### src/gat_settings.svh
`ifndef GAT_SETTINGS_SVH
`define GAT_SETTINGS_SVH

// Row-sum buffer geometry
`define GAT_FIFO_DEPTH 4
`define GAT_FIFO_AW 2

// Rows folded into one node result
`define GAT_ROWS_PER_NODE 3

// Zero-based popped row captured by the debug monitor
`define GAT_PROBE_ROW 5

`endif

### src/gat_pkg.sv
package gat_pkg;

  // ~~~~~~~~~~~~~~~~~~~~~~~~~~~~~~~~~~~~~~~~~~~~~~~~~~~~~~~~~~~~~~~~~~~~~~~~~
  // Datapath widths
  // ~~~~~~~~~~~~~~~~~~~~~~~~~~~~~~~~~~~~~~~~~~~~~~~~~~~~~~~~~~~~~~~~~~~~~~~~~

  // Nonzero value and weight share one format
  typedef logic [11:0] nz_val_t;

  // 24-bit products accumulate with modulo 2^32 wrap
  typedef logic [31:0] row_sum_t;

  // Group of row sums, same wrap rule
  typedef logic [31:0] node_sum_t;

  // ~~~~~~~~~~~~~~~~~~~~~~~~~~~~~~~~~~~~~~~~~~~~~~~~~~~~~~~~~~~~~~~~~~~~~~~~~
  // Control encodings
  // ~~~~~~~~~~~~~~~~~~~~~~~~~~~~~~~~~~~~~~~~~~~~~~~~~~~~~~~~~~~~~~~~~~~~~~~~~

  // Node aggregator FSM
  typedef enum logic {
    AGG_COLLECT,  // Popping rows into the node sum
    AGG_EMIT      // Holding a finished node result
  } agg_state_e;

endpackage

### src/spmm_row_engine.sv
`timescale 1ns/10ps
`include "gat_settings.svh"

module spmm_row_engine (
  input  logic              clk,
  input  logic              rst_n,
  input  logic              nz_vld_i,
  input  logic              nz_last_i,
  input  gat_pkg::nz_val_t  nz_val_i,
  input  gat_pkg::nz_val_t  nz_wgt_i,
  output logic              nz_rdy_o,
  output logic              row_vld_o,
  output gat_pkg::row_sum_t row_sum_o,
  input  logic              row_rdy_i
);

  logic [23:0]       product;
  logic              nz_take;
  logic              row_push;
  gat_pkg::row_sum_t acc_q;
  gat_pkg::row_sum_t hold_q;
  logic              row_vld_q;

  assign product  = nz_val_i * nz_wgt_i;       // Full 24-bit product
  assign nz_take  = nz_vld_i & nz_rdy_o;
  assign row_push = row_vld_q & row_rdy_i;

  assign nz_rdy_o  = ~row_vld_q;               // Stall input while a row waits
  assign row_vld_o = row_vld_q;
  assign row_sum_o = hold_q;

  // ~~~~~~~~~~~~~~~~~~~~~~~~~~~~~~~~~~~~~~~~~~~~~~~~~~~~~~~~~~~~~~~~~~~~~~~~~
  // Running row accumulator
  // ~~~~~~~~~~~~~~~~~~~~~~~~~~~~~~~~~~~~~~~~~~~~~~~~~~~~~~~~~~~~~~~~~~~~~~~~~

  always_ff @(posedge clk or negedge rst_n) begin
    if (!rst_n) begin
      acc_q     <= '0;
      row_vld_q <= 1'b0;
    end else begin
      if (nz_take) begin
        if (nz_last_i) begin
          acc_q     <= '0;                     // Next row starts clean
          row_vld_q <= 1'b1;
        end else begin
          acc_q <= acc_q + product;
        end
      end else if (row_push) begin
        row_vld_q <= 1'b0;
      end
    end
  end

  // ~~~~~~~~~~~~~~~~~~~~~~~~~~~~~~~~~~~~~~~~~~~~~~~~~~~~~~~~~~~~~~~~~~~~~~~~~
  // Finished row, offered to the FIFO until pushed
  // ~~~~~~~~~~~~~~~~~~~~~~~~~~~~~~~~~~~~~~~~~~~~~~~~~~~~~~~~~~~~~~~~~~~~~~~~~

  always_ff @(posedge clk) begin
    if (nz_take && nz_last_i) begin
      hold_q <= acc_q + product;               // Includes the last product
    end
  end

endmodule

### src/row_fifo.sv
`timescale 1ns/10ps
`include "gat_settings.svh"

module row_fifo (
  input  logic              clk,
  input  logic              rst_n,
  input  logic              push_i,
  input  gat_pkg::row_sum_t push_data_i,
  input  logic              pop_i,
  output gat_pkg::row_sum_t head_o,
  output logic              full_o,
  output logic              empty_o
);

  localparam logic [`GAT_FIFO_AW-1:0] LAST_IDX = `GAT_FIFO_AW'(`GAT_FIFO_DEPTH - 1);

  gat_pkg::row_sum_t       mem [`GAT_FIFO_DEPTH];
  logic [`GAT_FIFO_AW-1:0] wr_ptr;
  logic [`GAT_FIFO_AW-1:0] rd_ptr;
  logic [`GAT_FIFO_AW:0]   count;
  logic                    do_push;
  logic                    do_pop;

  assign full_o  = (count == (`GAT_FIFO_AW+1)'(`GAT_FIFO_DEPTH));
  assign empty_o = (count == '0);
  assign do_push = push_i & ~full_o;           // Push on full is dropped
  assign do_pop  = pop_i & ~empty_o;
  assign head_o  = mem[rd_ptr];                // Fall-through head

  always_ff @(posedge clk or negedge rst_n) begin
    if (!rst_n) begin
      wr_ptr <= '0;
      rd_ptr <= '0;
      count  <= '0;
    end else begin
      if (do_push) begin
        wr_ptr <= (wr_ptr == LAST_IDX) ? '0 : wr_ptr + 1'b1;
      end
      if (do_pop) begin
        rd_ptr <= (rd_ptr == LAST_IDX) ? '0 : rd_ptr + 1'b1;
      end
      case ({do_push, do_pop})
        2'b10:   count <= count + 1'b1;
        2'b01:   count <= count - 1'b1;
        default: count <= count;               // Both or neither
      endcase
    end
  end

  always_ff @(posedge clk) begin
    if (do_push) begin
      mem[wr_ptr] <= push_data_i;
    end
  end

endmodule

### src/node_aggregator.sv
`timescale 1ns/10ps
`include "gat_settings.svh"

module node_aggregator (
  input  logic               clk,
  input  logic               rst_n,
  input  gat_pkg::row_sum_t  head_i,
  input  logic               empty_i,
  output logic               pop_o,
  output logic               node_vld_o,
  output gat_pkg::node_sum_t node_sum_o,
  input  logic               node_rdy_i
);

  localparam int CW = $clog2(`GAT_ROWS_PER_NODE + 1);
  localparam logic [CW-1:0] LAST_ROW = CW'(`GAT_ROWS_PER_NODE - 1);

  gat_pkg::agg_state_e state_q;
  gat_pkg::agg_state_e state_d;
  logic [CW-1:0]       row_cnt_q;
  gat_pkg::node_sum_t  sum_q;
  logic                last_pop;

  assign pop_o      = (state_q == gat_pkg::AGG_COLLECT) & ~empty_i;
  assign last_pop   = pop_o & (row_cnt_q == LAST_ROW);
  assign node_vld_o = (state_q == gat_pkg::AGG_EMIT);
  assign node_sum_o = sum_q;

  // ~~~~~~~~~~~~~~~~~~~~~~~~~~~~~~~~~~~~~~~~~~~~~~~~~~~~~~~~~~~~~~~~~~~~~~~~~
  // FSM
  // ~~~~~~~~~~~~~~~~~~~~~~~~~~~~~~~~~~~~~~~~~~~~~~~~~~~~~~~~~~~~~~~~~~~~~~~~~

  always_comb begin
    state_d = state_q;
    case (state_q)
      gat_pkg::AGG_COLLECT: if (last_pop)   state_d = gat_pkg::AGG_EMIT;
      gat_pkg::AGG_EMIT:    if (node_rdy_i) state_d = gat_pkg::AGG_COLLECT;
      default:              state_d = gat_pkg::AGG_COLLECT;
    endcase
  end

  always_ff @(posedge clk or negedge rst_n) begin
    if (!rst_n) begin
      state_q   <= gat_pkg::AGG_COLLECT;
      row_cnt_q <= '0;
      sum_q     <= '0;
    end else begin
      state_q <= state_d;
      if (pop_o) begin
        sum_q     <= sum_q + head_i;           // Wraps modulo 2^32
        row_cnt_q <= last_pop ? '0 : row_cnt_q + 1'b1;
      end else if (node_vld_o && node_rdy_i) begin
        sum_q <= '0;                           // Result taken
      end
    end
  end

endmodule

### src/debug_monitor.sv
`timescale 1ns/10ps
`include "gat_settings.svh"

module debug_monitor (
  input  logic              clk,
  input  logic              rst_n,
  input  logic              nz_vld_i,
  input  logic              nz_rdy_i,
  input  logic              row_vld_i,
  input  logic              row_rdy_i,
  input  logic              pop_i,
  input  logic              node_vld_i,
  input  logic              node_rdy_i,
  input  gat_pkg::row_sum_t head_i,
  output logic [31:0]       dbg_flags_o,
  output logic [31:0]       dbg_rows_o,
  output logic [31:0]       dbg_probe_o
);

  logic [6:0]  seen;
  logic [6:0]  flags_q;
  logic [31:0] rows_q;
  logic [31:0] probe_q;

  // Bit order follows the pipeline, input side first
  assign seen = {node_rdy_i, node_vld_i, pop_i, row_rdy_i,
                 row_vld_i, nz_rdy_i, nz_vld_i};

  // ~~~~~~~~~~~~~~~~~~~~~~~~~~~~~~~~~~~~~~~~~~~~~~~~~~~~~~~~~~~~~~~~~~~~~~~~~
  // Sticky flags, popped-row count, probed row sum
  // ~~~~~~~~~~~~~~~~~~~~~~~~~~~~~~~~~~~~~~~~~~~~~~~~~~~~~~~~~~~~~~~~~~~~~~~~

  always_ff @(posedge clk or negedge rst_n) begin
    if (!rst_n) begin
      flags_q <= '0;
      rows_q  <= '0;
      probe_q <= '0;
    end else begin
      flags_q <= flags_q | seen;               // Set once, never cleared
      if (pop_i) begin
        rows_q <= rows_q + 1'b1;
        if (rows_q == 32'(`GAT_PROBE_ROW)) begin
          probe_q <= head_i;                   // Head being popped now
        end
      end
    end
  end

  assign dbg_flags_o = {25'b0, flags_q};
  assign dbg_rows_o  = rows_q;
  assign dbg_probe_o = probe_q;

endmodule

### src/gat_slice_top.sv
`timescale 1ns/10ps

module gat_slice_top (
  input  logic               clk,
  input  logic               rst_n,
  input  logic               nz_vld_i,
  input  gat_pkg::nz_val_t   nz_val_i,
  input  gat_pkg::nz_val_t   nz_wgt_i,
  input  logic               nz_last_i,
  output logic               nz_rdy_o,
  output logic               node_vld_o,
  output gat_pkg::node_sum_t node_sum_o,
  input  logic               node_rdy_i,
  output logic [31:0]        dbg_flags_o,
  output logic [31:0]        dbg_rows_o,
  output logic [31:0]        dbg_probe_o
);

  logic              row_vld;
  logic              row_rdy;
  gat_pkg::row_sum_t row_sum;
  gat_pkg::row_sum_t head;
  logic              fifo_full;
  logic              fifo_empty;
  logic              pop;

  assign row_rdy = ~fifo_full;

  // ~~~~~~~~~~~~~~~~~~~~~~~~~~~~~~~~~~~~~~~~~~~~~~~~~~~~~~~~~~~~~~~~~~~~~~~~~
  // Producer, buffer, consumer
  // ~~~~~~~~~~~~~~~~~~~~~~~~~~~~~~~~~~~~~~~~~~~~~~~~~~~~~~~~~~~~~~~~~~~~~~~~

  spmm_row_engine u_engine (
    .clk       (clk),
    .rst_n     (rst_n),
    .nz_vld_i  (nz_vld_i),
    .nz_last_i (nz_last_i),
    .nz_val_i  (nz_val_i),
    .nz_wgt_i  (nz_wgt_i),
    .nz_rdy_o  (nz_rdy_o),
    .row_vld_o (row_vld),
    .row_sum_o (row_sum),
    .row_rdy_i (row_rdy)
  );

  row_fifo u_fifo (
    .clk         (clk),
    .rst_n       (rst_n),
    .push_i      (row_vld),                    // Dropped by the FIFO when full
    .push_data_i (row_sum),
    .pop_i       (pop),
    .head_o      (head),
    .full_o      (fifo_full),
    .empty_o     (fifo_empty)
  );

  node_aggregator u_aggr (
    .clk        (clk),
    .rst_n      (rst_n),
    .head_i     (head),
    .empty_i    (fifo_empty),
    .pop_o      (pop),
    .node_vld_o (node_vld_o),
    .node_sum_o (node_sum_o),
    .node_rdy_i (node_rdy_i)
  );

  debug_monitor u_dbg (
    .clk         (clk),
    .rst_n       (rst_n),
    .nz_vld_i    (nz_vld_i),
    .nz_rdy_i    (nz_rdy_o),
    .row_vld_i   (row_vld),
    .row_rdy_i   (row_rdy),
    .pop_i       (pop),
    .node_vld_i  (node_vld_o),
    .node_rdy_i  (node_rdy_i),
    .head_i      (head),
    .dbg_flags_o (dbg_flags_o),
    .dbg_rows_o  (dbg_rows_o),
    .dbg_probe_o (dbg_probe_o)
  );

endmodule

### config.mk
export PLATFORM = sky130hd
export DESIGN_NAME = gat_slice_top
export DESIGN_NICKNAME = d
export VERILOG_FILES = /design/src/gat_pkg.sv /design/src/spmm_row_engine.sv /design/src/row_fifo.sv /design/src/node_aggregator.sv /design/src/debug_monitor.sv /design/src/gat_slice_top.sv
export VERILOG_INCLUDE_DIRS = /design/src
export SDC_FILE = /design/constraint.sdc
export NUM_CORES = 1
export LEC_CHECK = 0
export ABC_AREA = 1
export BUFFER_PORTS_ARGS = -buffer_cell sky130_fd_sc_hd__buf_4
export CAP_MARGIN = 20
export CORE_MARGIN = 4
export CORE_UTILIZATION = 46
export DETAILED_ROUTE_END_ITERATION = 8
export MAX_ROUTING_LAYER = met4
export PLACE_DENSITY = 0.65
export SLEW_MARGIN = 20
export SYNTH_ARGS = -nofsm -noshare
export SYNTH_HDL_FRONTEND = slang
export SYNTH_HIERARCHICAL = 1
export SYNTH_SLANG_ARGS = --single-unit
### constraint.sdc
create_clock -name clk -period 4.7 [get_ports clk]
set_input_delay 0.94 -clock clk [delete_from_list [all_inputs] [get_ports clk]]
set_output_delay 0.94 -clock clk [all_outputs]
set_load 0.005 [all_outputs]
# == After elaboration in Yosys (flattened, before gate mapping) ==
# Memories as Yosys holds them, arrays and structs flattened.
# Cells that the tools add are included.
# totals
regBits,178
ramBits,128
in_bits,29
output_inout_bits,130
elab_cells,63
mem_count,1
# memory_table
name,depth,word_bits,rd,rd_ports_with_merged_regs,wr,line_no,rtl
u_fifo.mem,4,32,1,0,1,row_fifo.sv:17,gat_pkg::row_sum_t mem [`GAT_FIFO_DEPTH];
# classes
n_addsub,8
mul,1
eq_ne,8
muxes,15
n_bitwise,10
n_reduce_logical,8
# op_table
op,n
$mux 32,3
$add 32x1->32 const B,1
$add 32x24->32,1
$add 32x32->32,1
$eq 32x3->1 const B,1
$mul 12x12->24,1
$eq 2x2->1 const B,4
$mux 1,7
$or 7x7->7,1
$add 2x1->2 const B,3
$mux 2,3
$pmux 3 s2,1
$reduce_bool 2->1,3
$and 1x1->1,5
$not 1->1,4
$reduce_and 2->1,2
$add 3x1->3 const B,1
$eq 3x3->1 const B,1
$logic_not 3->1,1
$sub 3x1->3 const B,1
$eq 2x1->1 const B,1
$logic_and 1x1->1,2
$ne 2x2->1 const B,1
$pmux 1 s2,1

# == Depth between registers and ports, before layout ==
# Gate-level depths: netlist of run 1.
# logic_depth
word_depth,6
mapped_depth,24
mapped_depth_nobuf,23

# == Cells and area by module ==
# The synthesis of run 1 kept the hierarchy.
# modules_own_cells
mod,instances,cells_per_inst,area_per_inst_um2,seq_area_each_um2
spmm_row_engine,1,1171,8844.7,1786.7
row_fifo,1,434,5494.0,4018.9
node_aggregator,1,634,3678.5,875.8
debug_monitor,1,421,3524.6,1776.7
gat_slice_top,1,1,3.8,0.0

# == Worst setup path before layout of run 1 ==
# OpenSTA, ideal clock, no wires.
# synth_timing
path_type,input port to flip-flop
from,input nz_val_i[9]
to,"register u_engine.hold_q[28], in the netlist u_engine/row_sum_o[28] (data pin)"
setup_ns,0.255
arrival_time_ns,4.991
slack_ns,-0.545
stages,20
path_buffers,1
path_cell_list,clkbuf_1 -> nand2_1 -> fa_1 -> inv_1 -> fa_1 -> fa_1 -> fa_1 -> inv_1 -> fa_1 -> inv_1 -> ha_1 -> nand2_1 -> inv_1 -> nand2_1 -> nand2_1 -> nand2_1 -> nand2_1 -> a21oi_1 -> nand3_1 -> and2_1
# synth_via
elab_chain_len,2
# synth_lines
element,line_no,rtl
from (decl),gat_slice_top.sv:7,"input gat_pkg::nz_val_t nz_val_i,"
$mul 12x12->24,spmm_row_engine.sv:24,assign product = nz_val_i * nz_wgt_i;
$add 32x24->32,spmm_row_engine.sv:60,hold_q <= acc_q + product;
to (signal assigned),spmm_row_engine.sv:60,
to (decl),spmm_row_engine.sv:21,gat_pkg::row_sum_t hold_q;
# Every way passes these cells.
# A chain may end at the register's enable or synchronous reset.

# == Worst setup path after layout of run 1 ==
# layout_timing
from,input nz_val_i[3]
to,"register u_engine.hold_q[30], in the netlist u_engine/row_sum_o[30] (data pin)"
# The elaborated chain is that of the path after synthesis.

==> results.toml, run 1 <==
[synthesis]
synth-seq-cells = 306
synth_most_common_cell = "nand2_1"
synthArstFlopShare_pct = 47.71
synth-xor-area-share_pct = 1.661
ys_dominant_reg_cell = "edfxtp_1"
yosysTopAreaCellShare_pct = 22.30
synth_edf_count = 160
synth_common_cells = "nand2_1, inv_1, edfxtp_1"
syn_area_per_cell_um2 = 8.097
synth.distinct_cells = 40
syn_area_um2 = 21550
synth_area_leaders = "edfxtp_1, dfrtp_1, nand2_1"
synth_top_family_by_area = "simple AND/OR/NAND/NOR gates"
synth_cells = 2661
yosysSeqAreaShare_pct = 39.26
synth_adder_area_share_pct = 17.83
yosys-mux-area-fraction_pct = 0
synth_compound_area_share_pct = 4.704
synth-simple-area-share_pct = 23.73
yosysTopAreaCell = "edfxtp_1"
yosysWarnings = 6

[clock_tree]
cts_max_level = 2
clk_pin_slew_ns = 0.06
clk_latency_ns = 0.53
cts_buffers = 34
cts_tree = "yes"
cts-root-buf = "clkbuf_16"
clock_sinks = 306
clock_path_buffers = 3
hold_buffers = 0

[setup_path]
start_kind = "input pin"
slowest_delay_ns = 0.56
crit_buf_inv = 6
cp-end-kind = "register"
critical_path_class = "in -> reg"
path_delay_family = "adder cells"
crit_chain = "buf_4 -> nand2_2 -> inv_2 -> fa_1 -> inv_2 -> fa_1 -> inv_2 -> fa_1 -> fa_1 -> inv_2 -> fa_1 -> inv_2 -> ha_4 -> nand2_4 -> nor2_4 -> nand3_2 -> nand3b_4 -> nand2_2 -> nand2_1 -> nand2_1 -> and2_1"
cp_max_fo = 4
arrival_ns = 5.01
timing.critical_path.slowest_stage_cell = "fa_1"
worstPathRequired_ns = 4.98

[placement]
hpwl_um = 41030
finalWeightedCongestion = 0.9300
place_area_um2 = 23880
io_buffers = 133

[detailed_routing]
wire_per_inst_um = 15.33
viasPerCell = 4.869
ant_nets = 0
wirelength_um = 53440
dr.pass1.iters = 5
drc_errors = 0
routed-via-count = 16980
drtIter0Drc = 961

[timing]
setup_viol = 8
layout_setup_ws_ns = -0.03005
period_needed_ns = 4.730
tns_ns = -0.1041
fin_skew_ns = 0.02298
fmax_mhz = 211.4
report.final.slew_viol_count = 0
rsz0062_at_grt = "yes"
fin_crit_sh_pct = 100.6
worstMarginPinSlew_ns = 1.030
maxSlewHeadroom_pct = 31.19
hold_viol_final = 0

[global_routing]
grt_pass1_vias = 17020
track_usage_pct = 21.44
grt_max_degree = 88
antenna_found_initial = 0
grt_pass1_wl_um = 85450
grt_overflow = 0

[floorplanning]
die_area_um2 = 50360
die_height_um = 224.4
row_count = 79
die_w_um = 224.4
start_util_pct = 46.38
ios = 159
core_um2 = 46460

[finish]
final_area_um2 = 25840
syn_to_final_growth_pct = 19.92
multi_input_area_um2 = 11360
fillerInstances = 4269
post-route-util_pct = 55.62
seqCellArea_um2 = 8462
nets = 3116
antenna_cells = 0
layout-drive-gt1-share_pct = 19.93

[status]
outcome = "complete, but fails checks"
failed_checks = "setup timing"

[flow_run]
drv_cap = 0

[hold_path]
hold_path_class = "in -> async"
-- cells by family after synthesis --
family	Yosys count
other	1
adder cells (fa/ha/maj)	232
AND/OR/NAND/NOR	1233
flip-flops	306
XOR/XNOR	40
buffers and inverters	689
AO/OA/AOI/OAI	160
-- sequential cells by signal (all words and copies together) (netlist names) --
| register | cells |
|---|---|
| u_aggr/node_sum_o | 32 |
| u_aggr/node_vld_o | 1 |
| u_aggr/row_cnt_q | 2 |
| u_dbg/dbg_probe_o | 32 |
| u_dbg/dbg_rows_o | 32 |
| u_dbg/flags_q | 7 |
| u_engine/acc_q | 32 |
| u_engine/row_sum_o | 32 |
| u_engine/row_vld_o | 1 |
| u_fifo/count | 3 |
| u_fifo/mem | 128 |
| u_fifo/rd_ptr | 2 |
| u_fifo/wr_ptr | 2 |
-- stage by stage --
stage / worst slack [ns] / cells / hold WS [ns]
floorplan: -0.3155 / 2685 / 0.4419
global placement: -0.6262 / 3419 / 0.4512
detailed placement: -0.6565 / 3419 / 0.4527
CTS: -0.005420 / 3482 / 0.3927
global route: -0.1657 / 3487 / 0.4298
finish: -0.03005 / 3487 / 0.3910
-- metal layers --
metal,GRT usage [%],wire (um),vias up
li1,-,-,8440
met5,-,0,-
met2,37.00,26430,369
met4,5.237,1077,0
met3,2.023,2025,81
met1,27.58,23910,8087
-- final timing paths --
check	startpoint	to	slack, ns	depth (start not counted)
worst max-delay path	nz_val_i[3]	u_engine/row_sum_o[30]	-0.03	21
worst min-delay path	rst_n	u_aggr/node_sum_o[8]	0.39	1
worst max register to register	u_engine/acc_q[11]	u_engine/row_sum_o[30]	0.71	17
worst min register to register	u_dbg/flags_q[1]	u_dbg/flags_q[1]	0.46	1
max in group asynchronous	rst_n	u_dbg/dbg_rows_o[5]	3.23	2
min in group clk	u_dbg/flags_q[1]	u_dbg/flags_q[1]	0.46	1
-- placed cells by master (no fill, tap or decap), drive strengths merged --
| cell | count |
|---|---|
| xnor2 | 17 |
| clkinvlp | 5 |
| a21oi | 51 |
| o21ai | 28 |
| a21o | 1 |
| dfrtp | 146 |
| buf | 224 |
| clkinv | 10 |
| or2 | 9 |
| and2 | 13 |
| xor2 | 23 |
| bufinv | 3 |
| fa | 125 |
| clkbuf | 42 |
| nor3 | 12 |
| o32ai | 1 |
| nand2 | 902 |
| nor2 | 131 |
| ha | 107 |
| a32o | 2 |
| nand3b | 9 |
| nand4 | 23 |
| inv | 600 |
| o211ai | 64 |
| conb | 25 |
| a22o | 5 |
| o22ai | 5 |
| o21bai | 3 |
| nand3 | 134 |
| edfxtp | 160 |
-- cell type report --
cell class | instances | share of cell area, %
clock inverter | 21 | 0.7700
timing repair buffer | 226 | 7.346
multi-input combinational | 1690 | 43.96
inverter | 597 | 8.692
sequential | 306 | 32.75
clock buffer | 40 | 3.540
tap | 607 | 2.939
-- what timing repair did --
item / CTS / global route
buffers inserted: 2 / 5
setup endpoints to repair: 21 / 46
pin swaps: 15 / 75
cloned: 0 / 2
resized for setup: 28 / 199
Power of run 1 is left out: the tool's default activity adds up to more than one toggle a clock period on the data nets, which glitch-free logic cannot reach.
==> run 2, diff against run 1 <==
Settings changed: ABC_AREA 1 to default, RECOVER_POWER from default to 25.
==> run 2 against run 1 <==
Compared with the run above: via count is 24% lower; first-iteration DRC count shrank 8.4%; worst hold slack improved by 0.075 ns; global-route usage fell by 1.8 points; register-to-register slack worse by 0.63 ns; count of clock-buffer cells in the layout is 8 lower; the flow finishes with violations (capacitance limit, slew limit, setup timing); critical path depth decreased by 2; die area shrank 10%; synthesized cell count is 38% lower; cell area decreased by 8.3%; core utilization up 2.0 points; critical endpoint is now u_engine/acc_q[27].
==> results.toml, run 2 <==
[clock_tree]
cts-root-buf = "clkbuf_16"
clk_pin_slew_ns = 0.06
hold_buffers = 0
clk_latency_ns = 0.56
cts_tree = "yes"
clock_path_buffers = 3
clock_sinks = 306
cts_buffers = 30
cts_max_level = 1

[setup_path]
r2r-end = "u_engine/row_sum_o[28]"
worstPathRequired_ns = 5.15
timing.critical_path.slowest_stage_cell = "fa_1"
start_kind = "input pin"
cp-end-kind = "register"
timing.rr.start = "u_engine/acc_q[13]"
reg2reg_slack_ns = 0.08
worstRegToRegCells = 17
cp_max_fo = 8
slowest_delay_ns = 0.57
path_common_cell = "fa_1"
crit_chain = "buf_6 -> and2_4 -> fa_1 -> inv_2 -> fa_1 -> inv_1 -> fa_1 -> inv_1 -> fa_2 -> fa_1 -> inv_2 -> ha_4 -> o211ai_2 -> a21oi_2 -> o41a_1 -> a31o_1 -> a221o_1 -> a32o_1 -> a31o_1"
critical_path_class = "in -> reg"
arrival_ns = 5.76

[finish]
layout_common_cells = "buf_4, inv_1, nand2_1"
final_common_cell = "buf_4"
largest_reg_flops = 128
layout.cells.non_filler = 2462
nets = 2167
post-route-util_pct = 57.64
antenna_cells = 0
regMostFlops = "u_fifo/mem"
syn_to_final_growth_pct = 22.95
fillerInstances = 3370
layout-drive-gt1-share_pct = 27.62

[timing]
fin_crit_sh_pct = 113.1
fmax_mhz = 188.1
tns_ns = -15.77
layout_setup_ws_ns = -0.6171
hold_viol_final = 0
maxSlewHeadroom_pct = -43.32
worstMarginPinSlew_ns = 2.150
rsz0062_at_grt = "yes"
report.final.slew_viol_count = 84
period_needed_ns = 5.317
setup_viol = 46
fin_skew_ns = 0.01032

[floorplanning]
row_count = 74
start_util_pct = 46.88
core_um2 = 41110
die_area_um2 = 45240
die_height_um = 212.7
die_w_um = 212.7
ios = 159

[detailed_routing]
viasPerCell = 5.251
drtIter0Drc = 880
drc_errors = 0
wire_per_inst_um = 17.58
wirelength_um = 43290
ant_nets = 0
dr.pass1.iters = 5
routed-via-count = 12930

[status]
failed_checks = "capacitance limit, slew limit, setup timing"
outcome = "complete, but fails checks"

[synthesis]
synth_common_cells = "inv_1, nand2_1, edfxtp_1"
synth_cells = 1656
yosysWarnings = 6
synthArstFlopShare_pct = 47.71
syn_area_um2 = 19270
yosysTopAreaCell = "edfxtp_1"
yosysSeqAreaShare_pct = 43.88
synth.distinct_cells = 81
syn_area_per_cell_um2 = 11.64
ys_dominant_reg_cell = "edfxtp_1"
synth_edf_count = 160
synth_most_common_cell = "inv_1"
synth-seq-cells = 306
yosysTopAreaCellShare_pct = 24.93
synth_area_leaders = "edfxtp_1, dfrtp_1, fa_1"

[hold_path]
hp-start = "u_dbg/flags_q[4]"
holdPathEnd = "u_dbg/flags_q[4]"
hold_path_class = "reg -> reg"
hold_depth = 1

[placement]
placed_cells = 2384
finalWeightedCongestion = 0.9150
hpwl_um = 31790
place_ws_ns = -1.273
io_buffers = 133

[global_routing]
grt_pass1_vias = 13490
grt_overflow = 0
track_usage_pct = 19.65
grt_max_degree = 84
grt_pass1_wl_um = 70550
antenna_found_initial = 0

[flow_run]
drv_cap = 1
-- run 2: cell types whose count changed in the layout (fill, tap and decap cells not counted), moves of 36 or more --
cell,delta
and2_1,+51
buf_4,+36
inv_1,-332
inv_2,-45
nand2_1,-624
nand2_2,-83
nand3_1,-99
nor2_1,-56
o211ai_1,-59
-- run 2: layout make-up --
type	count	area, um^2	area share, %
clock buffer	32	789.5	3.332
timing repair buffer	277	2277	9.610
inverter	220	828.3	3.495
multi-input combinational	1071	10280	43.37
tap	532	665.6	2.809
sequential	306	8459	35.70
clock inverter	24	399.1	1.684
-- run 2: what timing repair did --
action                                  4_1_cts  5_1_grt
pin swaps                                    56       39
cloned                                        1        1
resized for setup                           122       40
endpoints found under the setup margin       44       46
setup buffers                                15        9
-- run 2: cell families after synthesis --
family	count (synthesis)	synth area share, %
xor+xnor	87	3.954
fa+ha+maj	232	19.93
simple gates	426	11.10
other cells	1	0.01946
compound gates	228	8.017
buf+inv	304	6.966
flops	306	43.88
mux	72	6.128
-- run 2: per-layer routing --
layer | up-vias | wire [um] | share of wire, % | track usage [%]
met4 | 0 | 1147 | 2.6 | 5.131
met2 | 360 | 20810 | 48 | 31.78
met5 | - | 0 | 0 | -
met1 | 6403 | 19450 | 45 | 27.29
met3 | 79 | 1888 | 4.4 | 1.631
li1 | 6085 | - | - | -
-- run 2: how the worst max path moves through the flow --
stage,depth (start not counted),to,start
floorplan,18,u_engine/acc_q[27],nz_wgt_i[0]
global placement,18,u_engine/acc_q[29],nz_val_i[8]
detailed placement,19,u_engine/row_sum_o[28],nz_val_i[9]
CTS,19,u_engine/acc_q[27],nz_wgt_i[2]
global route,20,u_engine/row_sum_o[28],nz_wgt_i[9]
finish,19,u_engine/acc_q[27],nz_val_i[7]
-- run 2: worst max-delay path: cells and delay by family --
| family | cells | cell delay [ns] |
|---|---|---|
| buffers and inverters | 5 | 0.35 |
| AOI/OAI and AO/OA | 7 | 1.63 |
| and+or+nand+nor | 1 | 0.16 |
| adders and majority gates | 6 | 2.67 |
-- run 2: through the flow --
step / area, um^2 / hold WS, ns
6_report: 23700 / 0.4655
5_1_grt: 23700 / 0.4814
4_1_cts: 23440 / 0.4607
3_5_place_dp: 21570 / 0.4513
3_3_place_gp: 21570 / 0.4523
2_1_floorplan: 19580 / 0.4543
Power of run 2 is left out for the same reason.
